### src/source/sqz_pkg.sv
package sqz_pkg;

	// ------------------------------------------------------------
	// sizes scaled down for short simulations
	// ------------------------------------------------------------
	localparam int WORD_W          = 32;
	localparam int BLOCK_SIZE      = 16;	// words per host block
	localparam int FIFO_DEPTH      = 64;
	localparam int FIFO_PTR_W      = 6;
	localparam int FIFO_CNT_W      = 7;	// holds 0 to FIFO_DEPTH
	localparam int BUFFER_HEADROOM = 4;	// slack for the count latency
	localparam int MEM_WORDS       = 256;
	localparam int MEM_AW          = 8;
	localparam int CMD_WORDS       = 4;
	localparam int CMD_IDX_W       = 2;
	localparam int CMD_CNT_W       = 3;	// holds 0 to CMD_WORDS
	localparam int NBLK_W          = 16;
	localparam int XCNT_W          = 20;	// word count of one transfer
	localparam int SKID_DEPTH      = 4;	// memory reads in flight plus parked
	localparam int SKID_PTR_W      = 2;
	localparam int SKID_CNT_W      = 3;
	localparam int WIRE_AW         = 3;

	// command slots
	localparam int SLOT_SHAPE = 0;
	localparam int SLOT_XFER  = 1;
	localparam int SLOT_DATA  = 2;

	localparam logic [WIRE_AW-1:0] WIRE_STATUS = 3'd4;	// irq in bit 0

	typedef enum logic [2:0] {
		OP_NONE  = 3'd0,
		OP_WRITE = 3'd1,	// pipe-in to memory
		OP_READ  = 3'd2	// memory to pipe-out
	} op_type_e;

	// ------------------------------------------------------------
	// command word views
	// ------------------------------------------------------------
	typedef struct packed {
		logic [7:0] o_side;
		logic [7:0] i_side;
		logic [7:0] kernel;
		logic [3:0] stride;
		logic       rsvd;
		op_type_e   op_type;
	} shape_t;

	typedef struct packed {
		logic [15:0]       o_channel;
		logic [NBLK_W-1:0] nblocks;
	} xfer_fld_t;

	typedef struct packed {
		logic [1:0]  rsvd;
		logic [29:0] start_addr;
	} addr_fld_t;

	typedef union packed {
		logic [WORD_W-1:0] raw;
		shape_t            shape;
		xfer_fld_t         xfer;
		addr_fld_t         addr;
	} cmd_word_u;

	// one transfer from csb to dma_port
	typedef struct packed {
		logic              dir;	// set for memory to pipe-out
		logic [MEM_AW-1:0] addr;
		logic [NBLK_W-1:0] nblocks;
	} xfer_t;

endpackage

### src/source/csb.sv
`timescale 1ns/10ps
module csb (
	input  logic                                            okClk,
	input  logic                                            i_reset,
	input  logic                                            i_op_en,
	input  logic [sqz_pkg::WORD_W-1:0]                      i_in_data,
	input  logic                                            i_in_valid,
	input  logic                                            i_in_empty,
	input  logic                                            i_xfer_ack,
	output logic                                            o_owns_in,
	output logic                                            o_in_rd,
	output sqz_pkg::cmd_word_u [sqz_pkg::CMD_WORDS-1:0]     o_cmd,
	output sqz_pkg::xfer_t                                  o_xfer,
	output logic                                            o_xfer_req,
	output logic                                            o_irq
);

	typedef enum logic [2:0] {
		ST_IDLE,
		ST_LOAD,
		ST_ISSUE,
		ST_WAIT_ACK,
		ST_RELEASE,
		ST_DONE
	} state_e;

	state_e                        state;
	logic                          op_en_q;
	logic [sqz_pkg::CMD_CNT_W-1:0] pop_cnt;	// words requested from pipe-in
	logic [sqz_pkg::CMD_CNT_W-1:0] rx_cnt;	// words landed in the slots
	sqz_pkg::op_type_e             op_type;
	logic [sqz_pkg::NBLK_W-1:0]    nblocks;
	logic                          xfer_ok;

	// ------------------------------------------------------------
	// field decode
	// ------------------------------------------------------------
	assign op_type = o_cmd[sqz_pkg::SLOT_SHAPE].shape.op_type;
	assign nblocks = o_cmd[sqz_pkg::SLOT_XFER].xfer.nblocks;
	assign xfer_ok = (op_type == sqz_pkg::OP_WRITE || op_type == sqz_pkg::OP_READ)
		&& (nblocks != '0);

	assign o_xfer.dir     = (op_type == sqz_pkg::OP_READ);
	assign o_xfer.addr    = o_cmd[sqz_pkg::SLOT_DATA].addr.start_addr[sqz_pkg::MEM_AW-1:0];
	assign o_xfer.nblocks = nblocks;

	assign o_owns_in  = (state == ST_LOAD);
	assign o_in_rd    = o_owns_in && !i_in_empty
		&& (pop_cnt < sqz_pkg::CMD_CNT_W'(sqz_pkg::CMD_WORDS));
	assign o_xfer_req = (state == ST_WAIT_ACK);
	assign o_irq      = (state == ST_DONE);

	always_ff @(posedge okClk) begin
		if (i_reset) begin
			state   <= ST_IDLE;
			op_en_q <= 1'b0;
			pop_cnt <= '0;
			rx_cnt  <= '0;
		end else begin
			op_en_q <= i_op_en;
			case (state)
				ST_IDLE: begin
					if (i_op_en && !op_en_q) begin	// rising edge starts a command
						state   <= ST_LOAD;
						pop_cnt <= '0;
						rx_cnt  <= '0;
					end
				end
				ST_LOAD: begin
					if (o_in_rd)
						pop_cnt <= pop_cnt + 1'b1;
					if (i_in_valid) begin
						rx_cnt <= rx_cnt + 1'b1;
						if (rx_cnt == sqz_pkg::CMD_CNT_W'(sqz_pkg::CMD_WORDS - 1))
							state <= ST_ISSUE;	// last slot arrives now
					end
				end
				ST_ISSUE:    state <= xfer_ok ? ST_WAIT_ACK : ST_DONE;
				ST_WAIT_ACK: if (i_xfer_ack) state <= ST_RELEASE;
				ST_RELEASE:  if (!i_xfer_ack) state <= ST_DONE;	// ack low closes the handshake
				ST_DONE:     if (!i_op_en) state <= ST_IDLE;
				default:     state <= ST_IDLE;
			endcase
		end
	end

	always_ff @(posedge okClk) begin
		if (state == ST_LOAD && i_in_valid)
			o_cmd[rx_cnt[sqz_pkg::CMD_IDX_W-1:0]].raw <= i_in_data;
	end

endmodule

### config.mk
export PLATFORM = sky130hd
export DESIGN_NAME = csb
export DESIGN_NICKNAME = d
export VERILOG_FILES = /design/src/source/sqz_pkg.sv /design/src/source/csb.sv
export SDC_FILE = /design/constraint.sdc
export NUM_CORES = 1
export LEC_CHECK = 0
export BUFFER_PORTS_ARGS = -buffer_cell sky130_fd_sc_hd__buf_2
export CAP_MARGIN = 20
export CORE_ASPECT_RATIO = 1.75
export CORE_MARGIN = 2
export CORE_UTILIZATION = 43
export CTS_BUF_LIST = sky130_fd_sc_hd__clkbuf_16
export CTS_CLUSTER_SIZE = 40
export DETAILED_ROUTE_END_ITERATION = 10
export PLACE_DENSITY = 0.75
export SYNTH_ARGS = -nofsm -noshare
export SYNTH_HDL_FRONTEND = slang
export SYNTH_SLANG_ARGS = --single-unit
### constraint.sdc
create_clock -name okClk -period 1.9 [get_ports okClk]
set_input_delay 0.57 -clock okClk [delete_from_list [all_inputs] [get_ports okClk]]
set_output_delay 0.57 -clock okClk [all_outputs]
set_load 0.005 [all_outputs]
# Word-level counts from Yosys, hierarchy flattened
# Index checks and enable logic that the tools add are counted.
# totals
reg_bits	138
elab_cells	59
in_bits	38
output_inout_bits	157
# classes
n_addsub	2
mux	16
eq_ne	15
order_cmp	3
n_reduce_logical	15
# op_table
operator	n
$bwmux W128	1
$demux W32 S2	1
$mux W32	1
$mux W3	10
$pmux W3 S6	1
$reduce_bool A16 Y1	1
$eq A3 B2 Y1 const B	4
$pmux W3 S2	2
$ne A2 B2 Y1 const B	5
$add A3 B1 Y3 const B	2
$eq A3 B1 Y1 const B	2
$eq A3 B3 Y1 const B	2
$logic_and A1 B1 Y1	6
$reduce_and A3 Y1	2
$reduce_and A6 Y1	1
$ne A2 B1 Y1 const B	2
$logic_not A3 Y1	1
$lt A2 B3 Y1 const B	1
$lt A3 B3 Y1 const B	1
$ge A2 B1 Y1 const B	1
$logic_not A1 Y1	2
$reduce_bool A2 Y1	1
$logic_or A1 B1 Y1	1

# Depth between registers and ports, before layout
# depth
ltp_word	5
ltp_mapped	7
depth_no_buf	7

# Worst setup path after synthesis
# Ideal clock, no wire load.
# synth_path
path_type	register -> register
start	reg state[1]
end	reg o_cmd[0] (netlist name) (enable)
arrival_time_ns	1.610
n_path_buf	1
slack_ns	-0.102
stages_incl_launch_ff	4
setup_ns	0.392
path_cell_list	dfxtp_1 -> buf_6 -> nor3b_4 -> and3_1
# synth_via
elab_chain_len	2
# synth_rtl
element	line_no	rtl
from (decl)	csb.sv:27	state_e state;
from (signal assigned)	csb.sv:78	ST_ISSUE: state <= xfer_ok ? ST_WAIT_ACK : ST_DONE;
$eq A3 B1 Y1	--	
net o_owns_in	csb.sv:10	output logic o_owns_in,
$logic_and A1 B1 Y1	csb.sv:88	if (state == ST_LOAD && i_in_valid)
to (decl)	csb.sv:12	output sqz_pkg::cmd_word_u [sqz_pkg::CMD_WORDS-1:0] o_cmd,
# The timed path passes the listed nets, and every way through them passes these cells.
# A chain may end at the register's enable or synchronous reset.

# Final worst setup path
# layout_path
start	reg state[1]
end	out o_in_rd
# layout_via
elab_chain_len	3
# layout_rtl
element	line_no	rtl
$eq A3 B1 Y1	csb.sv:47	assign o_owns_in = (state == ST_LOAD);
$logic_and A1 B1 Y1	csb.sv:48	assign o_in_rd = o_owns_in && !i_in_empty
$logic_and A1 B1 Y1	csb.sv:49	&& (pop_cnt < sqz_pkg::CMD_CNT_W'(sqz_pkg::CMD_WORDS));
to (decl)	csb.sv:11	output logic o_in_rd,
# No other way between the ends.

==> results.cfg <==
[detailed_routing]
drc = 0
wl_um = 10600
ant_nets = 0
avgViaCountPerCell = 4.94
num_vias = 2873
drt_iter0_markers = 176
first_pass_iters = 4
wl_per_cell_um = 18.2

[worst_setup_path]
cp-start-kind = flip-flop
cp.required_ns = 1.33
worstPathArrival_ns = 1.33
path_max_fanout = 6
endpoint_kind = primary output
crit_type = reg -> out

[flow_run]
maxCapViolations = 0

[clock_tree]
hold_buffers = 0
clock_latency_ns = 0.41
cts_max_level = 4
cts.sinks = 138
clockRootBuffer = clkbuf_16
cts-buffers-inserted = 17
clock_path_buffers = 2
clkSlewWorstSetupHoldPaths_ns = 0.06
cts_tree = yes

[global_routing]
grt_max_degree = 33
grt_pass1_vias = 3021
grt_pass1_wl_um = 15800
overflow = 0
antenna_found_initial = 0
grt.total_usage = 0.180

[floorplan]
dieArea_mm2 = 0.0119
num_rows = 50
die_w_um = 83.4
start_util = 0.443
design.portCount = 195
core_area_mm2 = 0.0107
fp.dieH_um = 143

[yosys]
synthFlopType = edfxtp_1
yosys-top-cells-area = edfxtp_1 81%, dfxtp_1 4.2%, buf_4 3.8%
yosys_warnings = 0
netlist.area_leader.share = 0.810
synth_area_leader_cell = edfxtp_1
async_flop_share = 0
syn-cell-area_mm2 = 0.00474
synth_edf_count = 128
synth_cell_types = 33
syn_area_per_cell_um2 = 19.7
ys_seq_area_frac = 0.853
synth-seq-cells = 138
syn_inst = 241
syn-num-nets = 285

[placement]
gp_congestion = 0.912
place_area_mm2 = 0.00579
dp_cells = 545
io_buffers = 194
dpl.hpwl_um = 7660

[timing]
hold_viol_final = 0
rsz0062_at_grt = true
tightest_slew_ns = 0.577
slew_violations = 0
post-route-period-util = 0.998
timing.hold.ws_ns = 0.380
setup_viol = 0
fin_crit_ns = 1.90
finalClockSkew_ns = 0.00584
slew_headroom = 0.612
fmaxAchievable_ghz = 0.528
fin_setup_tns_ns = 0

[layout]
postLayoutCoreUtil = 0.601
stdcell_count = 581
layout_common_cells = 194 x buf_2, 128 x edfxtp_1, 17 x clkbuf_16, 9 x nand2_1, 8 x buf_4
final_common_cell = buf_2
layout-drive-gt1-share = 0.550
n_fill_cell = 806
fin_area_mm2 = 0.00643
num_antenna_cells = 0
final_nets = 483
area_growth_pct = 35.6

[power]
total_leakage_power_nw = 2.56
peakVddDrop_mv = 0.961
power_density_mw_per_mm2 = 1180

[min_path]
hold_class = in -> reg

[status]
status = completed
## area by class of cell
cell class              instances  area, µm²  share of cell area
clock inverters                14        171              0.0266
multi-input cells              70        484              0.0753
repair buffers                207       1120               0.173
flip-flops and latches        138       4060               0.630
inverters                       5       18.8             0.00292
well taps                     130        163              0.0253
clock buffers                  17        425              0.0661
## metal layers
metal,global-route usage,part of all wire,vias up
met4,0.139,0.042,0
met5,0,0,-
met2,0.309,0.54,146
li1,-,-,1302
met1,0.180,0.34,1396
met3,0.0561,0.071,29
## registers in the layout, summed over array words and instances (netlist names)
register / flops
state: 3
o_cmd: 128
pop_cnt: 3
op_en_q: 1
rx_cnt: 3
## critical path, cell delays in order (launching register included)
cell and delay, ns:
dfxtp_4 0.37, nor3b_4 0.20, nor3b_4 0.21, buf_2 0.14
## cell usage after synthesis (2+ instances only)
| master | number |
|---|---|
| a22oi_1 | 2 |
| and3_2 | 2 |
| xnor2_1 | 2 |
| nand2b_1 | 2 |
| inv_1 | 5 |
| nor2_1 | 7 |
| ha_1 | 6 |
| o21ai_0 | 4 |
| edfxtp_1 | 128 |
| and3_1 | 3 |
| nand4_1 | 3 |
| nand4b_1 | 2 |
| nand2_1 | 9 |
| nor2b_1 | 3 |
| nor3b_4 | 2 |
| buf_4 | 24 |
| clkbuf_1 | 3 |
| dfxtp_1 | 10 |
| a21oi_1 | 6 |
| nand3b_1 | 2 |
| nor4_1 | 4 |
## through the flow
step / worst slack, ns / power (mW)
2_1_floorplan: 0.226 / 4.02
3_3_place_gp: 0.221 / 4.31
3_5_place_dp: 0.186 / 4.35
4_1_cts: -0.0177 / 7.66
5_1_grt: -0.0704 / 7.85
6_report: 0.00464 / 7.60
## repair_timing
action                                  in CTS  in global routing
pin swaps                                    0                  1
buffers inserted                             3                  2
gates resized for setup                      7                  0
endpoints found under the setup margin       4                  2
## path summary, 6_finish.rpt
| check | from | to | slack, ns | cells past startpoint |
|---|---|---|---|---|
| max reg2reg | rx_cnt[1]$_SDFFE_PP0P_ | state[0]$_SDFFE_PP0P_ | 0.17 | 7 |
| min reg2reg | rx_cnt[2]$_SDFFE_PP0P_ | rx_cnt[2]$_SDFFE_PP0P_ | 0.47 | 2 |
| min | i_in_data[28] | o_cmd[92]$_DFFE_PP_ | 0.38 | 1 |
| max | state[1]$_SDFFE_PP0P_ | o_in_rd | 0.005 | 3 |
## report_power, final
| part | switching [mW] | internal (mW) | leakage (nW) | total, mW |
|---|---|---|---|---|
| clock | 1.19 | 2.06 | 0.288 | 3.25 |
| combinational | 0.431 | 0.332 | 1.04 | 0.763 |
| sequential | 0.0714 | 3.51 | 1.24 | 3.58 |
| total | 1.69 | 5.91 | 2.56 | 7.60 |
## kinds of logic (layout without fill, tap and decap cells)
family                     Yosys count  after routing  share of synthesized area
AOI/OAI and AO/OA                   17             17                     0.0219
adders and majority gates            6              6                     0.0158
xor gates and xnor gates             2              2                    0.00369
muxes                                1              1                    0.00211
DFF                                138            138                      0.853
buffers and inverters               33            243                     0.0467
and+or+nand+nor                     44             44                     0.0572
(Power assumes the default switching activity.)
