$ cat config.mk
export PLATFORM = sky130hd
export DESIGN_NAME = host_endpoints
export DESIGN_NICKNAME = d
export VERILOG_FILES = /design/src/source/sqz_pkg.sv /design/src/source/pipe_fifo.sv /design/src/source/host_endpoints.sv
export SDC_FILE = /design/constraint.sdc
export NUM_CORES = 2
export LEC_CHECK = 0
export BUFFER_PORTS_ARGS = -buffer_cell sky130_fd_sc_hd__buf_2
export CAP_MARGIN = 20
export CORE_UTILIZATION = 60
export DETAILED_ROUTE_END_ITERATION = 16
export MAX_ROUTING_LAYER = met4
export PLACE_DENSITY = 0.88
export SLEW_MARGIN = 20
export SYNTH_ARGS = -nofsm -noshare
export SYNTH_HDL_FRONTEND = slang
export SYNTH_SLANG_ARGS = --single-unit
$ cat constraint.sdc
create_clock -name okClk -period 6.2 [get_ports okClk]
set_input_delay 0.62 -clock okClk [delete_from_list [all_inputs] [get_ports okClk]]
set_output_delay 0.62 -clock okClk [all_outputs]
set_load 0.01 [all_outputs]
$ cat src/source/sqz_pkg.sv
package sqz_pkg;

	// ------------------------------------------------------------
	// sizes scaled down for short simulations
	// ------------------------------------------------------------
	localparam int WORD_W          = 32;
	localparam int BLOCK_SIZE      = 16;	// words per host block
	localparam int FIFO_DEPTH      = 64;
	localparam int FIFO_PTR_W      = 6;
	localparam int FIFO_CNT_W      = 7;	// holds 0 to FIFO_DEPTH
	localparam int BUFFER_HEADROOM = 4;	// slack for the count latency
	localparam int MEM_WORDS       = 256;
	localparam int MEM_AW          = 8;
	localparam int CMD_WORDS       = 4;
	localparam int CMD_IDX_W       = 2;
	localparam int CMD_CNT_W       = 3;	// holds 0 to CMD_WORDS
	localparam int NBLK_W          = 16;
	localparam int XCNT_W          = 20;	// word count of one transfer
	localparam int SKID_DEPTH      = 4;	// memory reads in flight plus parked
	localparam int SKID_PTR_W      = 2;
	localparam int SKID_CNT_W      = 3;
	localparam int WIRE_AW         = 3;

	// command slots
	localparam int SLOT_SHAPE = 0;
	localparam int SLOT_XFER  = 1;
	localparam int SLOT_DATA  = 2;

	localparam logic [WIRE_AW-1:0] WIRE_STATUS = 3'd4;	// irq in bit 0

	typedef enum logic [2:0] {
		OP_NONE  = 3'd0,
		OP_WRITE = 3'd1,	// pipe-in to memory
		OP_READ  = 3'd2	// memory to pipe-out
	} op_type_e;

	// ------------------------------------------------------------
	// command word views
	// ------------------------------------------------------------
	typedef struct packed {
		logic [7:0] o_side;
		logic [7:0] i_side;
		logic [7:0] kernel;
		logic [3:0] stride;
		logic       rsvd;
		op_type_e   op_type;
	} shape_t;

	typedef struct packed {
		logic [15:0]       o_channel;
		logic [NBLK_W-1:0] nblocks;
	} xfer_fld_t;

	typedef struct packed {
		logic [1:0]  rsvd;
		logic [29:0] start_addr;
	} addr_fld_t;

	typedef union packed {
		logic [WORD_W-1:0] raw;
		shape_t            shape;
		xfer_fld_t         xfer;
		addr_fld_t         addr;
	} cmd_word_u;

	// one transfer from csb to dma_port
	typedef struct packed {
		logic              dir;	// set for memory to pipe-out
		logic [MEM_AW-1:0] addr;
		logic [NBLK_W-1:0] nblocks;
	} xfer_t;

endpackage

$ cat src/source/pipe_fifo.sv
`timescale 1ns/10ps
module pipe_fifo (
	input  logic                              okClk,
	input  logic                              i_reset,
	input  logic                              i_wr_en,
	input  logic [sqz_pkg::WORD_W-1:0]        i_wr_data,
	input  logic                              i_rd_en,
	output logic [sqz_pkg::WORD_W-1:0]        o_rd_data,
	output logic                              o_rd_valid,
	output logic [sqz_pkg::FIFO_CNT_W-1:0]    o_count,
	output logic                              o_full,
	output logic                              o_empty
);

	logic [sqz_pkg::WORD_W-1:0]     mem [sqz_pkg::FIFO_DEPTH];
	logic [sqz_pkg::FIFO_PTR_W-1:0] wr_ptr;
	logic [sqz_pkg::FIFO_PTR_W-1:0] rd_ptr;
	logic                           wr_ok;
	logic                           rd_ok;

	assign o_full  = (o_count == sqz_pkg::FIFO_CNT_W'(sqz_pkg::FIFO_DEPTH));
	assign o_empty = (o_count == '0);
	assign wr_ok   = i_wr_en && !o_full;	// push to a full fifo is dropped
	assign rd_ok   = i_rd_en && !o_empty;

	always_ff @(posedge okClk) begin
		if (i_reset) begin
			wr_ptr     <= '0;
			rd_ptr     <= '0;
			o_count    <= '0;
			o_rd_valid <= 1'b0;
		end else begin
			o_rd_valid <= rd_ok;	// data follows one cycle after the pop
			if (wr_ok)
				wr_ptr <= wr_ptr + 1'b1;
			if (rd_ok)
				rd_ptr <= rd_ptr + 1'b1;
			case ({wr_ok, rd_ok})
				2'b10:   o_count <= o_count + 1'b1;
				2'b01:   o_count <= o_count - 1'b1;
				default: o_count <= o_count;
			endcase
		end
	end

	always_ff @(posedge okClk) begin
		if (wr_ok)
			mem[wr_ptr] <= i_wr_data;
		if (rd_ok)
			o_rd_data <= mem[rd_ptr];
	end

endmodule

$ cat src/source/host_endpoints.sv
`timescale 1ns/10ps
module host_endpoints (
	input  logic                                            okClk,
	input  logic                                            i_reset,
	input  logic                                            i_pipe_in_write,
	input  logic [sqz_pkg::WORD_W-1:0]                      i_pipe_in_data,
	input  logic                                            i_pipe_out_read,
	input  logic                                            i_csb_owns_in,
	input  logic                                            i_csb_rd,
	input  logic                                            i_dma_rd,
	input  logic                                            i_dma_wr,
	input  logic [sqz_pkg::WORD_W-1:0]                      i_dma_wr_data,
	input  sqz_pkg::cmd_word_u [sqz_pkg::CMD_WORDS-1:0]     i_cmd,
	input  logic                                            i_irq,
	input  logic [sqz_pkg::WIRE_AW-1:0]                     i_wire_addr,
	output logic                                            o_pipe_in_ready,
	output logic                                            o_pipe_out_ready,
	output logic [sqz_pkg::WORD_W-1:0]                      o_pipe_out_data,
	output logic                                            o_pipe_out_valid,
	output logic [sqz_pkg::WORD_W-1:0]                      o_in_data,
	output logic                                            o_in_valid,
	output logic                                            o_in_empty,
	output logic                                            o_out_full,
	output logic [sqz_pkg::WORD_W-1:0]                      o_wire_data
);

	logic                           in_rd;
	logic [sqz_pkg::FIFO_CNT_W-1:0] in_count;
	logic [sqz_pkg::FIFO_CNT_W-1:0] out_count;

	assign in_rd = i_csb_owns_in ? i_csb_rd : i_dma_rd;	// csb only while loading

	pipe_fifo u_pipe_in (
		.okClk		(okClk),
		.i_reset	(i_reset),
		.i_wr_en	(i_pipe_in_write),
		.i_wr_data	(i_pipe_in_data),
		.i_rd_en	(in_rd),
		.o_rd_data	(o_in_data),
		.o_rd_valid	(o_in_valid),
		.o_count	(in_count),
		.o_full		(),
		.o_empty	(o_in_empty)
	);

	pipe_fifo u_pipe_out (
		.okClk		(okClk),
		.i_reset	(i_reset),
		.i_wr_en	(i_dma_wr),
		.i_wr_data	(i_dma_wr_data),
		.i_rd_en	(i_pipe_out_read),
		.o_rd_data	(o_pipe_out_data),
		.o_rd_valid	(o_pipe_out_valid),
		.o_count	(out_count),
		.o_full		(o_out_full),
		.o_empty	()
	);

	// ------------------------------------------------------------
	// block throttle
	// ------------------------------------------------------------
	always_ff @(posedge okClk) begin
		if (i_reset) begin
			o_pipe_in_ready  <= 1'b0;
			o_pipe_out_ready <= 1'b0;
		end else begin
			// room for one more block less the headroom
			o_pipe_in_ready  <= (in_count <= sqz_pkg::FIFO_CNT_W'(sqz_pkg::FIFO_DEPTH
				- sqz_pkg::BUFFER_HEADROOM - sqz_pkg::BLOCK_SIZE));
			o_pipe_out_ready <= (out_count >= sqz_pkg::FIFO_CNT_W'(sqz_pkg::BLOCK_SIZE));
		end
	end

	always_comb begin
		o_wire_data = '0;
		if (i_wire_addr < sqz_pkg::WIRE_AW'(sqz_pkg::CMD_WORDS))
			o_wire_data = i_cmd[i_wire_addr[sqz_pkg::CMD_IDX_W-1:0]].raw;	// command slots
		else if (i_wire_addr == sqz_pkg::WIRE_STATUS)
			o_wire_data[0] = i_irq;
	end

endmodule

==> Word-level counts from Yosys, hierarchy flattened <==
Memories as Yosys holds them, arrays and structs flattened. A register that Yosys moved wholly into a read port is not among the register bits.
Cells that the tools add are included.
{ "word_totals": {"reg_bits": 42, "mem_bits_rw": 4096, "memories": 2} }
{ "op_classes": {"add_sub_neg": 8, "magnitude_cmp": 4, "n_eq_ne": 7, "mux": 12, "n_reduce_logical": 12} }
{ "mem_list": {"columns": ["memory", "depth", "width", "rd", "rd_clocked_by_memory_dff", "write_ports", "line", "source"], "rows": [
  ["u_pipe_in.mem", 64, 32, 1, 1, 1, "pipe_fifo.sv:15", "logic [sqz_pkg::WORD_W-1:0] mem [sqz_pkg::FIFO_DEPTH];"],
  ["u_pipe_out.mem", 64, 32, 1, 1, 1, "pipe_fifo.sv:15", null]
]} }
{ "op_table": {"columns": ["operator", "n"], "rows": [
  ["32-bit binary-select mux with 2-bit select", 1],
  ["32-bit two-way mux", 1],
  ["31-bit two-way mux", 1],
  ["7-bit one-hot mux with 2 select lines", 2],
  ["6-bit by 1-bit adder with 6-bit output (second input constant)", 4],
  ["7-bit by 1-bit adder with 7-bit output (second input constant)", 2],
  ["7-bit equality test (second input constant)", 2],
  ["7-bit zero test", 2],
  ["7-bit by 1-bit subtractor with 7-bit output (second input constant)", 2],
  ["7-bit by 5-bit greater-or-equal comparator with 1-bit output (second input constant)", 1],
  ["7-bit by 6-bit less-or-equal comparator with 1-bit output (second input constant)", 1],
  ["1-bit two-way mux", 7],
  ["2-bit by 1-bit equality test with 1-bit output (second input constant)", 2],
  ["2-bit equality test (second input constant)", 2],
  ["1-bit logical AND", 4],
  ["1-bit zero test", 4],
  ["2-bit nonzero test", 2],
  ["3-bit equality test (second input constant)", 1],
  ["2-bit by 3-bit less-than comparator with 1-bit output (second input constant)", 1],
  ["3-bit less-than comparator (second input constant)", 1]
]} }

==> Depth between registers and ports, before layout <==
{ "depth": {"ltp_word": 5, "depth_mapped": 13} }

==> By module <==
Synthesis repeated with hierarchy kept, for this count alone.
{ "unflattened": {"hier_cells": 6964, "area_unflattened_um2": 161438.6} }
{ "by_module_without_submodules": {"columns": ["mod", "instances", "cells_each", "area_per_inst_um2"], "rows": [
  ["pipe_fifo at u_pipe_out", 1, 3449, 80264.5],
  ["pipe_fifo at u_pipe_in", 1, 3428, 80078.1],
  ["host_endpoints", 1, 87, 1096.1]
]} }

==> Worst setup path after synthesis <==
Ideal clock, no wire load.
{ "synth_timing": {"path_type": "in2reg", "from": "in i_csb_owns_in", "to": "reg u_pipe_in.o_count[6] (netlist bit)", "setup_time_ns": 0.115, "arrival_ns": 4.343, "path_slack_ns": 1.742, "cell_stages": 10, "path_cell_list": "mux2i_1 nor2_1 ha_1 ha_1 nor2b_1 o21a_1 o21a_1 o211a_1 o31a_1 o21ba_2"} }
{ "synth_between": {"elab_chain_len": 4} }
{ "synth_rtl": {"columns": ["element", "line", "source"], "rows": [
  ["start: declaration", "host_endpoints.sv:8", "input logic i_csb_owns_in,"],
  ["1-bit two-way mux *", "host_endpoints.sv:31", "assign in_rd = i_csb_owns_in ? i_csb_rd : i_dma_rd;"],
  ["1-bit logical AND *", "pipe_fifo.sv:24", "assign rd_ok = i_rd_en && !o_empty;"],
  ["via u_pipe_in.rd_ok", "pipe_fifo.sv:19", "logic rd_ok;"],
  ["2-bit by 1-bit equality test with 1-bit output / 2-bit equality test (equally long branches)", "pipe_fifo.sv:38", "case ({wr_ok, rd_ok})"],
  ["7-bit one-hot mux with 2 select lines / 2-bit nonzero test (equally long branches)", null, null],
  ["end signal: assignment", "pipe_fifo.sv:39", "2'b10: o_count <= o_count + 1'b1;"],
  ["end signal: assignment", "pipe_fifo.sv:40", "2'b01: o_count <= o_count - 1'b1;"],
  ["end signal: assignment", "pipe_fifo.sv:41", "default: o_count <= o_count;"],
  ["end: declaration", "pipe_fifo.sv:10", "output logic [sqz_pkg::FIFO_CNT_W-1:0] o_count,"]
]} }
Mark *: on every way through the listed nets, which the timed path passes. The rest lies on a longest branch.
A chain may end at the register's enable or synchronous reset.

==> metrics.yaml <==
fmaxAchievable_mhz: 198
hpwlAfterDp_um: 261000
die_y_um: 521
layout_commonest_cell: "edfxtp_1"
maxSlewHeadroom: -0.491
row_count: 190
timing.rr.start: "u_pipe_out.rd_ptr[0]"
postSynthAreaPerCell_um2: 22.2
multiInputGateArea_mm2: 0.0347
drtAntennaViolNets: 0
path_cells: "buf_4 -> mux4_2 -> mux4_2 -> o211ai_1 -> o31ai_1"
hp-start: "i_dma_rd"
cts_root_buf: "clkbuf_16"
synth_top_area_share: 0.772
async_flop_share: 0
holdBufCountCts: 0
fin_tns_setup_ns: 0
synth_cell_types: 68
p_per_area_mw_per_mm2: 384
areaGrowthSynthToFinish_pct: 13.3
crit_type: "register to register"
synth_fp_nets: 7514
antenna_found_initial: 78
core_mm2: 0.268
viasPerCell: 8.12
grt_max_degree: 125
die_area_mm2: 0.272
crit_buf_inv: 1
worst_pin_slew_ns: 2.23
r2r_end: "u_pipe_out.o_rd_data[3]"
num_vias: 96435
grt_overflow: 0
synth_edf_count: 4160
clk_path_buf_depth: 4
grt_pass1_wl_um: 734000
setup_viol: 0
violations: "capacitance limit, slew limit"
skew_ns: 0.0913
worst_ep_arrival_time_ns: 5.66
totalWireLength_um: 574000
regArea_mm2: 0.126
ff2ff_setup_slack_ns: 1.15
ys.flop_type: "edfxtp_1"
crit_cells: 5
busiest_layer: "met2"
gp_congestion: 0.976
gr-usage-met1: 0.459
postLayoutCoreUtil: 0.684
max-vdd-ir-drop_uv: 439
crit_path_end_kind: "register"
synth_area_mm2: 0.162
critPathSlowestCell: "o211ai_1"
grt_pass1_vias: 91429
post_cts_resized: 0
drc_errors: 0
io_pins: 306
cts_setup_buffers: 0
rsz0062_at_grt: "false"
h-tree-depth: 5
hold_violations: 0
clock_sink_count: 4202
fin_crit_ns: 5.05
fp.dieW_um: 521
drive_above_1_share: 0.288
maxSlewViolCount: 9
path_clk_slew_ns: 0.07
yosysSeqAreaShare: 0.778
crit_family: "compound AO/OA/AOI/OAI gates"
clk_latency_ns: 1.04
start_util: 0.604
io_buffers: 305
synth_warnings: 0
yosys-top-cells-area: "edfxtp_1 (77%), mux4_2 (14%), mux2i_1 (2.3%)"
hold_path_depth: 3
critPathLaunchType: "register"
max_stage_delay_ns: 1.71
synth_top_cell_by_area: "edfxtp_1"
fin_crit_sh: 0.814
cts_tree: "built"
ys_ff_latch: 4202
reg2regPathDepth: 5
cp_common_cell: "mux4_2"
grt_use_met2: 0.613
cp_max_fo: 26
grtUsageMet3: 0.130
status: "complete, but fails checks"
cellLeakagePower_nw: 56.3
nNetsFinal: 8117
drt_iter0_drc: 22867
wl_per_cell_um: 48.3
track_usage: 0.407
synthCells: 7292
first_pass_iters: 15
cts_buffers: 391
hold-path-endpoint: "u_pipe_in.o_rd_valid"
required_ns: 6.81
drv_cap: 5
hold_path_class: "primary input to register"
fillers: 13976
final_cell_mix: "edfxtp_1 (4160), mux4_2 (1002), clkbuf_16 (395)"
## worst reg2reg max path, delay by kind of cell (launching register included)
family	cells	cell delay (ns)
buf+inv	1	0.62
compound gates	2	2.02
flops	1	0.83
mux	2	1.21
## final cells by class
cell class                 instances  share of cell area
antenna                          101             0.00138
clock buffer                     479              0.0556
clock inverter                   242              0.0138
inverter                          23            0.000491
multi-input combinational       2654               0.189
sequential                      4202               0.686
tap                             3552              0.0242
timing repair buffer             623              0.0289
## per-stage QoR
stage | power [mW] | std cells | area, µm² | hold slack (ns) | setup slack [ns]
after detailed placement | 44.1 | 11013 | 169000 | 0.452 | 1.56
final | 70.4 | 11876 | 183000 | 0.120 | 1.15
after global routing | 70.9 | 11864 | 183000 | 0.183 | 1.23
after CTS | 68.8 | 11734 | 182000 | 0.130 | 1.65
after floorplan | 40.3 | 7292 | 162000 | 0.415 | 1.74
after global placement | 43.6 | 10973 | 169000 | 0.458 | 1.39
## cell families after synthesis
| logic type | synth area share |
|---|---|
| multiplexers | 0.164 |
| buffers and inverters | 0.0143 |
| adder cells (fa/ha/maj) | 0.00149 |
| AND/OR/NAND/NOR | 0.0170 |
| flip-flops | 0.778 |
| XOR/XNOR | 0.00119 |
| AO/OA/AOI/OAI | 0.0247 |
## Yosys cell counts, types with 6 or more instances
library cell and count:
mux2i_1 376, buf_1 42, buf_6 45, buf_2 127
a221o_1 8, nor2b_1 50, o211ai_1 12, a21o_1 11
nor3_1 28, mux2_2 15, buf_4 47, o31ai_1 20
nand3_1 32, a2111oi_0 64, a21oi_1 109, ha_1 16
dfxtp_1 42, nand2_1 209, edfxtp_1 4160, o32ai_1 22
inv_1 19, a31oi_1 6, o21ai_0 74, a211o_1 29
o221ai_1 36, mux4_2 1002, xnor2_1 13, nor2_1 273
a211oi_1 6, xor2_1 9, a221oi_1 18, clkbuf_1 152
a22oi_1 23, o21ai_1 17, nand2b_1 7, o22ai_1 96
## power breakdown
group	switching, mW	internal, mW
Combinational	7.66	5.07
Sequential	0.607	31.8
Clock	11.9	13.4
## flip-flops by register name, summed over array words and instances (netlist names)
name                   flops
u_pipe_in.o_rd_data       32
u_pipe_out.mem          2048
u_pipe_out.o_rd_data      32
o_pipe_out_ready           1
u_pipe_in.wr_ptr           6
u_pipe_in.o_count          7
u_pipe_out.wr_ptr          6
u_pipe_in.mem           2048
u_pipe_in.rd_ptr           6
u_pipe_out.rd_ptr          6
u_pipe_out.o_count         7
o_pipe_in_ready            1
u_pipe_in.o_rd_valid       1
u_pipe_out.o_rd_valid      1
## layer usage
layer | vias up | part of all wire
li1 | 32094 | -
met1 | 46473 | 0.27
met2 | 13622 | 0.45
met3 | 4246 | 0.17
met4 | 0 | 0.12
met5 | - | 0
## worst max-delay path by stage
stage / startpoint / to / slack, ns
floorplan: i_csb_owns_in / u_pipe_in.o_count[6] / 1.74
global placement: u_pipe_out.rd_ptr[2] / u_pipe_out.o_rd_data[2] / 1.39
detailed placement: i_dma_wr / u_pipe_out.mem[17][3] / 1.56
CTS: u_pipe_out.o_count[0] / u_pipe_out.o_count[6] / 1.65
global route: u_pipe_out.rd_ptr[0] / u_pipe_out.o_rd_data[3] / 1.23
finish: u_pipe_out.rd_ptr[0] / u_pipe_out.o_rd_data[3] / 1.15
No activity file was read; power rests on OpenSTA's default activity.
