File: src/source/sqz_pkg.sv
package sqz_pkg;

	// ------------------------------------------------------------
	// sizes scaled down for short simulations
	// ------------------------------------------------------------
	localparam int WORD_W          = 32;
	localparam int BLOCK_SIZE      = 16;	// words per host block
	localparam int FIFO_DEPTH      = 64;
	localparam int FIFO_PTR_W      = 6;
	localparam int FIFO_CNT_W      = 7;	// holds 0 to FIFO_DEPTH
	localparam int BUFFER_HEADROOM = 4;	// slack for the count latency
	localparam int MEM_WORDS       = 256;
	localparam int MEM_AW          = 8;
	localparam int CMD_WORDS       = 4;
	localparam int CMD_IDX_W       = 2;
	localparam int CMD_CNT_W       = 3;	// holds 0 to CMD_WORDS
	localparam int NBLK_W          = 16;
	localparam int XCNT_W          = 20;	// word count of one transfer
	localparam int SKID_DEPTH      = 4;	// memory reads in flight plus parked
	localparam int SKID_PTR_W      = 2;
	localparam int SKID_CNT_W      = 3;
	localparam int WIRE_AW         = 3;

	// command slots
	localparam int SLOT_SHAPE = 0;
	localparam int SLOT_XFER  = 1;
	localparam int SLOT_DATA  = 2;

	localparam logic [WIRE_AW-1:0] WIRE_STATUS = 3'd4;	// irq in bit 0

	typedef enum logic [2:0] {
		OP_NONE  = 3'd0,
		OP_WRITE = 3'd1,	// pipe-in to memory
		OP_READ  = 3'd2	// memory to pipe-out
	} op_type_e;

	// ------------------------------------------------------------
	// command word views
	// ------------------------------------------------------------
	typedef struct packed {
		logic [7:0] o_side;
		logic [7:0] i_side;
		logic [7:0] kernel;
		logic [3:0] stride;
		logic       rsvd;
		op_type_e   op_type;
	} shape_t;

	typedef struct packed {
		logic [15:0]       o_channel;
		logic [NBLK_W-1:0] nblocks;
	} xfer_fld_t;

	typedef struct packed {
		logic [1:0]  rsvd;
		logic [29:0] start_addr;
	} addr_fld_t;

	typedef union packed {
		logic [WORD_W-1:0] raw;
		shape_t            shape;
		xfer_fld_t         xfer;
		addr_fld_t         addr;
	} cmd_word_u;

	// one transfer from csb to dma_port
	typedef struct packed {
		logic              dir;	// set for memory to pipe-out
		logic [MEM_AW-1:0] addr;
		logic [NBLK_W-1:0] nblocks;
	} xfer_t;

endpackage

File: src/source/dma_port.sv
`timescale 1ns/10ps
module dma_port (
	input  logic                           okClk,
	input  logic                           i_reset,
	input  sqz_pkg::xfer_t                 i_xfer,
	input  logic                           i_xfer_req,
	input  logic [sqz_pkg::WORD_W-1:0]     i_in_data,
	input  logic                           i_in_valid,
	input  logic                           i_in_empty,
	input  logic                           i_out_full,
	input  logic [sqz_pkg::WORD_W-1:0]     i_mem_rd_data,
	output logic                           o_xfer_ack,
	output logic                           o_in_rd,
	output logic                           o_out_wr,
	output logic [sqz_pkg::WORD_W-1:0]     o_out_data,
	output logic                           o_mem_en,
	output logic                           o_mem_we,
	output logic [sqz_pkg::MEM_AW-1:0]     o_mem_addr,
	output logic [sqz_pkg::WORD_W-1:0]     o_mem_wr_data
);

	typedef enum logic [1:0] {
		ST_IDLE,
		ST_RUN,
		ST_ACK
	} state_e;

	state_e                         state;
	sqz_pkg::xfer_t                 xfer_q;
	logic [sqz_pkg::XCNT_W-1:0]     total;
	logic [sqz_pkg::XCNT_W-1:0]     issue_cnt;	// pops or memory reads issued
	logic [sqz_pkg::XCNT_W-1:0]     done_cnt;	// words stored or sent out
	logic                           issue;
	logic                           store;
	logic                           mem_valid;
	logic [sqz_pkg::WORD_W-1:0]     skid [sqz_pkg::SKID_DEPTH];
	logic [sqz_pkg::SKID_PTR_W-1:0] skid_wr;
	logic [sqz_pkg::SKID_PTR_W-1:0] skid_rd;
	logic [sqz_pkg::SKID_CNT_W-1:0] skid_cnt;

	// reads in flight plus parked words never exceed the skid depth
	assign issue = (state == ST_RUN) && (issue_cnt != total)
		&& (xfer_q.dir ? ((skid_cnt + mem_valid) < sqz_pkg::SKID_DEPTH) : !i_in_empty);
	assign store = (state == ST_RUN) && !xfer_q.dir && i_in_valid;

	assign o_in_rd       = issue && !xfer_q.dir;
	assign o_mem_en      = (issue && xfer_q.dir) || store;
	assign o_mem_we      = store;
	assign o_mem_addr    = xfer_q.addr + (store ? done_cnt[sqz_pkg::MEM_AW-1:0]
		: issue_cnt[sqz_pkg::MEM_AW-1:0]);
	assign o_mem_wr_data = i_in_data;
	assign o_out_wr      = (skid_cnt != '0) && !i_out_full;	// stall on a full pipe-out
	assign o_out_data    = skid[skid_rd];
	assign o_xfer_ack    = (state == ST_ACK);

	always_ff @(posedge okClk) begin
		if (i_reset) begin
			state     <= ST_IDLE;
			issue_cnt <= '0;
			done_cnt  <= '0;
			mem_valid <= 1'b0;
			skid_wr   <= '0;
			skid_rd   <= '0;
			skid_cnt  <= '0;
		end else begin
			mem_valid <= issue && xfer_q.dir;	// one cycle memory latency
			if (issue)
				issue_cnt <= issue_cnt + 1'b1;
			if (store || o_out_wr)
				done_cnt <= done_cnt + 1'b1;
			if (mem_valid)
				skid_wr <= skid_wr + 1'b1;
			if (o_out_wr)
				skid_rd <= skid_rd + 1'b1;
			case ({mem_valid, o_out_wr})
				2'b10:   skid_cnt <= skid_cnt + 1'b1;
				2'b01:   skid_cnt <= skid_cnt - 1'b1;
				default: skid_cnt <= skid_cnt;
			endcase
			case (state)
				ST_IDLE: begin
					if (i_xfer_req) begin
						state     <= ST_RUN;
						issue_cnt <= '0;
						done_cnt  <= '0;
					end
				end
				ST_RUN:  if (done_cnt == total) state <= ST_ACK;
				ST_ACK:  if (!i_xfer_req) state <= ST_IDLE;
				default: state <= ST_IDLE;
			endcase
		end
	end

	always_ff @(posedge okClk) begin
		if (state == ST_IDLE && i_xfer_req) begin
			xfer_q <= i_xfer;
			total  <= sqz_pkg::XCNT_W'(i_xfer.nblocks) * sqz_pkg::XCNT_W'(sqz_pkg::BLOCK_SIZE);
		end
		if (mem_valid)
			skid[skid_wr] <= i_mem_rd_data;
	end

endmodule

File: config.mk
export PLATFORM = sky130hd
export DESIGN_NAME = dma_port
export DESIGN_NICKNAME = d
export VERILOG_FILES = /design/src/source/sqz_pkg.sv /design/src/source/dma_port.sv
export SDC_FILE = /design/constraint.sdc
export NUM_CORES = 1
export LEC_CHECK = 0
export BUFFER_PORTS_ARGS = -buffer_cell sky130_fd_sc_hd__buf_2
export CORE_ASPECT_RATIO = 1.2
export CORE_MARGIN = 8
export CORE_UTILIZATION = 30
export CTS_BUF_LIST = sky130_fd_sc_hd__clkbuf_16
export CTS_CLUSTER_SIZE = 28
export DETAILED_ROUTE_END_ITERATION = 6
export GPL_TIMING_DRIVEN = 0
export PLACE_DENSITY_LB_ADDON = 0.05
export SLEW_MARGIN = 20
export SYNTH_ARGS = -nofsm -noshare
export SYNTH_HDL_FRONTEND = slang
export SYNTH_SLANG_ARGS = --single-unit
File: constraint.sdc
create_clock -name okClk -period 8.8 [get_ports okClk]
set_input_delay 0.88 -clock okClk [delete_from_list [all_inputs] [get_ports okClk]]
set_output_delay 0.88 -clock okClk [all_outputs]
set_load 0.02 [all_outputs]
Word level (Yosys, flattened, before mapping)
Memory sizes are Yosys's and may differ from the RTL's. A register that Yosys moved wholly into a read port is not among the register bits.
Cells that the tools add are included.
{"block": "totals", "reg_bits": 75, "latch_bits": 0, "mem_bits_rw": 128, "mem_bits_ro": 0, "output_inout_bits": 77, "word_cells": 63, "mem_count": 1}
{"block": "classes", "add_sub_neg": 8, "mul": 0, "div_mod_pow": 0, "n_lt_le_gt_ge": 1, "n_eq_ne": 9, "shifts": 0, "mux": 17, "bitwise_logic": 0, "reduce_logical": 17}
{"name": "skid", "depth": 4, "width": 32, "read_ports": 1, "rd_ports_with_merged_regs": 1, "write_ports": 1, "line": "dma_port.sv:36", "source": "logic [sqz_pkg::WORD_W-1:0] skid [sqz_pkg::SKID_DEPTH];"}
{"operator": "20-bit two-way mux", "count": 6}
{"operator": "20-bit by 1-bit adder with 20-bit output (second input constant)", "count": 2}
{"operator": "20-bit equality test", "count": 1}
{"operator": "20-bit inequality test", "count": 1}
{"operator": "2-bit two-way mux", "count": 5}
{"operator": "8-bit adder", "count": 1}
{"operator": "1-bit logical AND", "count": 8}
{"operator": "8-bit two-way mux", "count": 1}
{"operator": "2-bit one-hot mux with 3 select lines", "count": 1}
{"operator": "3-bit one-hot mux with 2 select lines", "count": 1}
{"operator": "2-bit by 1-bit adder with 2-bit output (second input constant)", "count": 2}
{"operator": "3-bit by 1-bit adder with 4-bit output", "count": 1}
{"operator": "2-bit by 1-bit equality test with 1-bit output (second input constant)", "count": 2}
{"operator": "2-bit equality test (second input constant)", "count": 2}
{"operator": "4-bit by 3-bit < comparator with 1-bit output (second input constant)", "count": 1}
{"operator": "2-bit inequality test (second input constant)", "count": 2}
{"operator": "3-bit by 1-bit adder with 3-bit output (second input constant)", "count": 1}
{"operator": "1-bit zero test", "count": 3}
{"operator": "1-bit two-way mux", "count": 3}
{"operator": "3-bit AND reduction", "count": 1}
{"operator": "3-bit nonzero test", "count": 1}
{"operator": "3-bit by 1-bit subtractor with 3-bit output (second input constant)", "count": 1}
{"operator": "2-bit zero test", "count": 1}
{"operator": "1-bit logical OR", "count": 2}
{"operator": "other kinds (2)", "count": 2}

Logic depth before layout (Yosys ltp)
{"block": "depth", "ltp_word": 7, "mapped_depth": 12, "depth_no_buf": 10}

Least setup slack after synthesis
OpenSTA, ideal clock, no wires.
{"block": "synth_timing", "path_type": "input to output", "start": "input port i_in_valid", "end": "output port o_mem_addr[6] (netlist bit)", "t_arrival_ns": 3.168, "setup_slack_ns": 4.752, "path_stages": 11, "path_cell_list": "and4bb_1 -> buf_4 -> clkbuf_1 -> o21ai_0 -> ha_1 -> fa_1 -> a21o_1 -> a21oi_1 -> o21bai_1 -> a21oi_1 -> xnor2_1"}
{"block": "synth_via", "elab_chain_cells": 3}
{"item": "start: declaration", "line": "dma_port.sv:8", "source": "input logic i_in_valid,"}
{"item": "1-bit logical AND", "line": "dma_port.sv:44", "source": "assign store = (state == ST_RUN) && !xfer_q.dir && i_in_valid;"}
{"item": "named net o_mem_we", "line": "dma_port.sv:17", "source": "output logic o_mem_we,"}
{"item": "8-bit two-way mux", "line": "dma_port.sv:49", "source": "assign o_mem_addr = xfer_q.addr + (store ? done_cnt[sqz_pkg::MEM_AW-1:0]"}
{"item": "8-bit adder", "line": "dma_port.sv:49"}
{"item": "end: declaration", "line": "dma_port.sv:18", "source": "output logic [sqz_pkg::MEM_AW-1:0] o_mem_addr,"}
The timed path passes the listed nets, and every way through them passes these cells.

Worst setup path in the final report
{"block": "layout_timing", "start": "register xfer_q[24] (netlist bit)", "end": "output port o_mem_addr[6] (netlist bit)"}
{"block": "layout_via", "elab_chain_cells": 5}
{"item": "start: declaration", "line": "dma_port.sv:29", "source": "sqz_pkg::xfer_t xfer_q;"}
{"item": "start signal: assignment", "line": "dma_port.sv:97", "source": "xfer_q <= i_xfer;"}
{"item": "1-bit zero test", "line": "dma_port.sv:44"}
{"item": "1-bit logical AND (2 in series)", "line": "dma_port.sv:44"}
{"item": "8-bit two-way mux", "line": "dma_port.sv:49"}
{"item": "8-bit adder", "line": "dma_port.sv:49"}
Every way passes these cells.

==> results.py <==
metrics = {
    "layout": {
        "syn_to_final_growth_pct": 23.1,
        "final.fill_count": 2844,
        "nets": 896,
        "layout-drive-gt1-share_pct": 34.0,
    },
    "global_routing": {
        "grt.overflow.total": 0,
        "globalRouteMet2Util_pct": 22.9,
        "grt_busiest_layer": "met2",
        "grt_antenna_before_repair": 0,
        "grt_use_total_pct": 11.8,
        "grt_start_max_net_pins": 24,
        "grt_pass1_wl_mm": 33.0,
        "met3_usage_pct": 2.07,
        "grt_pass1_vias": 5950,
        "use_met1_pct": 12.7,
    },
    "routing": {
        "num_vias": 5426,
        "drt_iter0_drc": 195,
        "routed_via_density": 4.55,
        "ant_nets": 0,
        "firstDrtPassIters": 4,
        "drc": 0,
        "wl_per_cell_um": 18.0,
        "drt_wl_total_mm": 21.5,
    },
    "power": {
        "pwr-share-clk_pct": 42.2,
        "p_per_area_nw_per_um2": 202,
        "swShare_pct": 23.5,
        "p_comb_share_pct": 9.5,
        "leakagePower_nw": 3.80,
        "ir_drop_uv": 120,
        "internal_power_w": 0.00169,
        "pwr-share-seq_pct": 48.3,
        "p_sw_w": 0.000519,
    },
    "sta": {
        "hold_viol_final": 0,
        "fmax_ghz": 0.221,
        "worst_slack_ns": 4.27,
        "relSlewSlack_pct": 41.9,
        "setup_viol": 0,
        "rsz0062_at_grt": "false",
        "worst_pin_slew_ns": 0.871,
        "layout_min_cycle_time_ns": 4.53,
        "finalCritPeriodShare_pct": 51.4,
        "maxSlewViolCount": 0,
        "clock_skew_ns": 0.00715,
        "setup_tns_ns": 0,
    },
    "yosys": {
        "synth_top_flop_cell": "edfxtp_1",
        "ys_types": 50,
        "ys_seq_area_share_pct": 63.5,
        "async_flop_share_pct": 0,
        "syn-cell-area_um2": 8870,
        "synth-edff-count": 153,
        "synth-warning-count": 0,
        "syn_area_per_cell_um2": 14.5,
        "synth_seq_cells": 205,
        "synth_nets": 724,
        "syn-instance-count": 611,
    },
    "clocking": {
        "numCtsBuffers": 24,
        "cts_setup_buffers": 0,
        "cts_tree": "built",
        "clock-sinks": 205,
        "cts-htree-levels": 1,
        "clockRootBuffer": "clkbuf_16",
        "clk_latency_ns": 0.51,
        "holdBufCountCts": 0,
        "cts_resized": 0,
        "cts.path.max_buffers": 3,
        "path_clk_slew_ns": 0.06,
    },
    "floorplanning": {
        "rows": 69,
        "dieWidth_um": 173,
        "die_h_um": 204,
        "boundaryPins": 172,
        "dieArea_um2": 35300,
        "start_util_pct": 30.2,
        "core_um2": 29400,
    },
    "worst_setup_path": {
        "critical_path.cell_chain": "and4bb_1 > buf_4 > clkbuf_1 > o21ai_0 > ha_1 > fa_1 > a21o_1 > a21oi_1 > o21bai_1 > a21oi_1 > xnor2_1 > buf_2",
        "cp_num_cells": 12,
        "crit_buf_inv": 3,
        "crit_path_end_kind": "primary output",
        "worst-path-max-fanout": 10,
        "r2r_cells": 8,
        "r2r_slack_ns": 6.51,
        "crit_end": "o_mem_addr[6]",
        "cp_top_family": "compound AO/OA/AOI/OAI gates",
        "r2r_end": "skid_cnt[2]",
        "start_kind": "flip-flop",
        "setup.worst_path.start": "xfer_q[24]",
        "max_stage_delay_ns": 0.44,
        "crit_slowest_cell": "edfxtp_1",
        "arrival_ns": 3.65,
        "timing.critical_path.mode_cell": "a21oi_1",
        "crit_type": "reg -> out",
        "r2r_start": "skid_cnt[0]",
        "cp.required_ns": 7.92,
    },
    "place": {
        "gp_congestion": 0.804,
        "portBuffers": 139,
        "dp_slack_ns": 4.30,
        "dp_hpwl_mm": 15.6,
    },
    "status": {
        "outcome": "completed",
    },
    "hold_path": {
        "hold_path_class": "reg -> reg",
    },
    "run": {
        "max_cap_violations": 0,
    },
}
-- state kept, by name (all words and copies together) (netlist names), 2 cells and up, named ones only --
name,cells
skid,128
skid_wr,2
total,16
issue_cnt,20
state,2
done_cnt,20
xfer_q,9
skid_rd,2
skid_cnt,3
-- power groups by stage --
stage	Sequential [W]	Combinational, W	Clock (W)
after floorplan	0.00109	0.000139	0
after global placement	0.00109	0.000209	0
after detailed placement	0.00109	0.000215	0
after CTS	0.00107	0.000216	0.000972
after global routing	0.00107	0.000228	0.00100
final	0.00107	0.000210	0.000932
-- cells by family after synthesis --
logic type	count (synthesis)	share of synthesized area [%]
simple gates	161	9.34
mux	39	8.99
xor+xnor	77	7.60
fa+ha+maj	18	2.71
compound gates	39	3.06
buf+inv	72	4.75
flops	205	63.5
-- worst reg2reg max path: cells and delay by family, from the launching register on --
family | cells | cell delay (ns)
buffers and inverters | 1 | 0.06
AND/OR/NAND/NOR | 3 | 0.77
XOR/XNOR | 1 | 0.17
AO/OA/AOI/OAI | 1 | 0.13
adder cells (fa/ha/maj) | 2 | 0.64
flip-flops | 1 | 0.45
-- worst min path at each step --
stage | to | cells past startpoint | start
floorplan | done_cnt[1] | 2 | done_cnt[1]
global placement | done_cnt[1] | 2 | done_cnt[1]
detailed placement | done_cnt[1] | 2 | done_cnt[1]
CTS | total[12] | 1 | i_xfer[8]
global route | total[7] | 1 | i_xfer[3]
finish | done_cnt[1] | 2 | done_cnt[1]
-- cells in the final DEF (no fill, tap or decap), types with 2 or more instances in the layout --
cell / count
buf_4: 39
and4_1: 7
o21bai_1: 3
clkbuf_1: 8
clkinvlp_4: 2
or4_1: 2
inv_1: 25
buf_2: 146
dfxtp_1: 52
a21o_1: 2
clkinv_4: 2
ha_1: 16
o21ai_0: 10
and2_1: 2
edfxtp_1: 153
a21oi_1: 11
clkbuf_16: 25
clkinv_2: 4
fa_1: 2
nor2_1: 51
mux2i_1: 2
xor2_1: 16
nand3_1: 19
mux4_2: 32
nand4_1: 16
nor2_2: 3
nor3_1: 17
nor4_1: 9
nand2_1: 16
xnor2_1: 61
mux2_2: 5
or3_1: 4
clkinv_1: 2
buf_1: 2
and3_1: 3
o211ai_1: 3
and2_2: 4
buf_12: 4
-- final cells by class --
class / instances / area (um^2) / share of cell area [%]
Sequential cell: 205 / 5640 / 51.6
Clock inverter: 19 / 128 / 1.17
Timing Repair Buffer: 146 / 798 / 7.31
Clock buffer: 25 / 626 / 5.73
Multi-Input combinational cell: 334 / 2820 / 25.8
Inverter: 18 / 67.6 / 0.619
Buffer: 54 / 354 / 3.24
Antenna cell: 1 / 2.50 / 0.0229
Tap cell: 390 / 488 / 4.47
-- routing by layer --
layer | vias to the layer above | wire (um)
met5 | - | 0
met1 | 2668 | 8390
met2 | 126 | 11700
li1 | 2592 | -
met4 | 0 | 544
met3 | 40 | 824
-- synth_stat cells, drive strengths merged (2+ instances only) --
cell type | number | share of area [%]
nor2 | 54 | 2.4
or4 | 2 | 0.17
ha | 16 | 2.3
nor3 | 17 | 0.96
clkbuf | 8 | 0.34
nand4 | 16 | 1.1
edfxtp | 153 | 52
nand3 | 19 | 1.1
o211ai | 3 | 0.25
and4 | 7 | 0.69
xnor2 | 61 | 6.0
buf | 46 | 3.7
o21bai | 3 | 0.25
nand2 | 16 | 0.68
o2111ai | 2 | 0.27
xor2 | 16 | 1.6
nor4 | 9 | 0.63
mux2i | 2 | 0.23
dfxtp | 52 | 12
mux2 | 5 | 0.63
a21o | 2 | 0.17
and2 | 6 | 0.42
fa | 2 | 0.45
or3 | 4 | 0.28
and3 | 3 | 0.21
o21ai | 10 | 0.56
a21oi | 11 | 0.62
mux4 | 32 | 8.1
inv | 18 | 0.76
-- through the flow --
stage | power (W) | util (%) | cell area (um^2) | hold slack (ns) | cells
after floorplan | 0.00122 | - | 8870 | 0.473 | 611
after global placement | 0.00130 | 34.2 | 10100 | 0.491 | 1140
after detailed placement | 0.00130 | 34.6 | 10200 | 0.507 | 1147
after CTS | 0.00226 | 37.2 | 10900 | 0.512 | 1191
after global routing | 0.00230 | 37.2 | 10900 | 0.513 | 1191
final | 0.00221 | 37.2 | 10900 | 0.513 | 1192
Note: power is estimated with default switching activity, not from simulation.
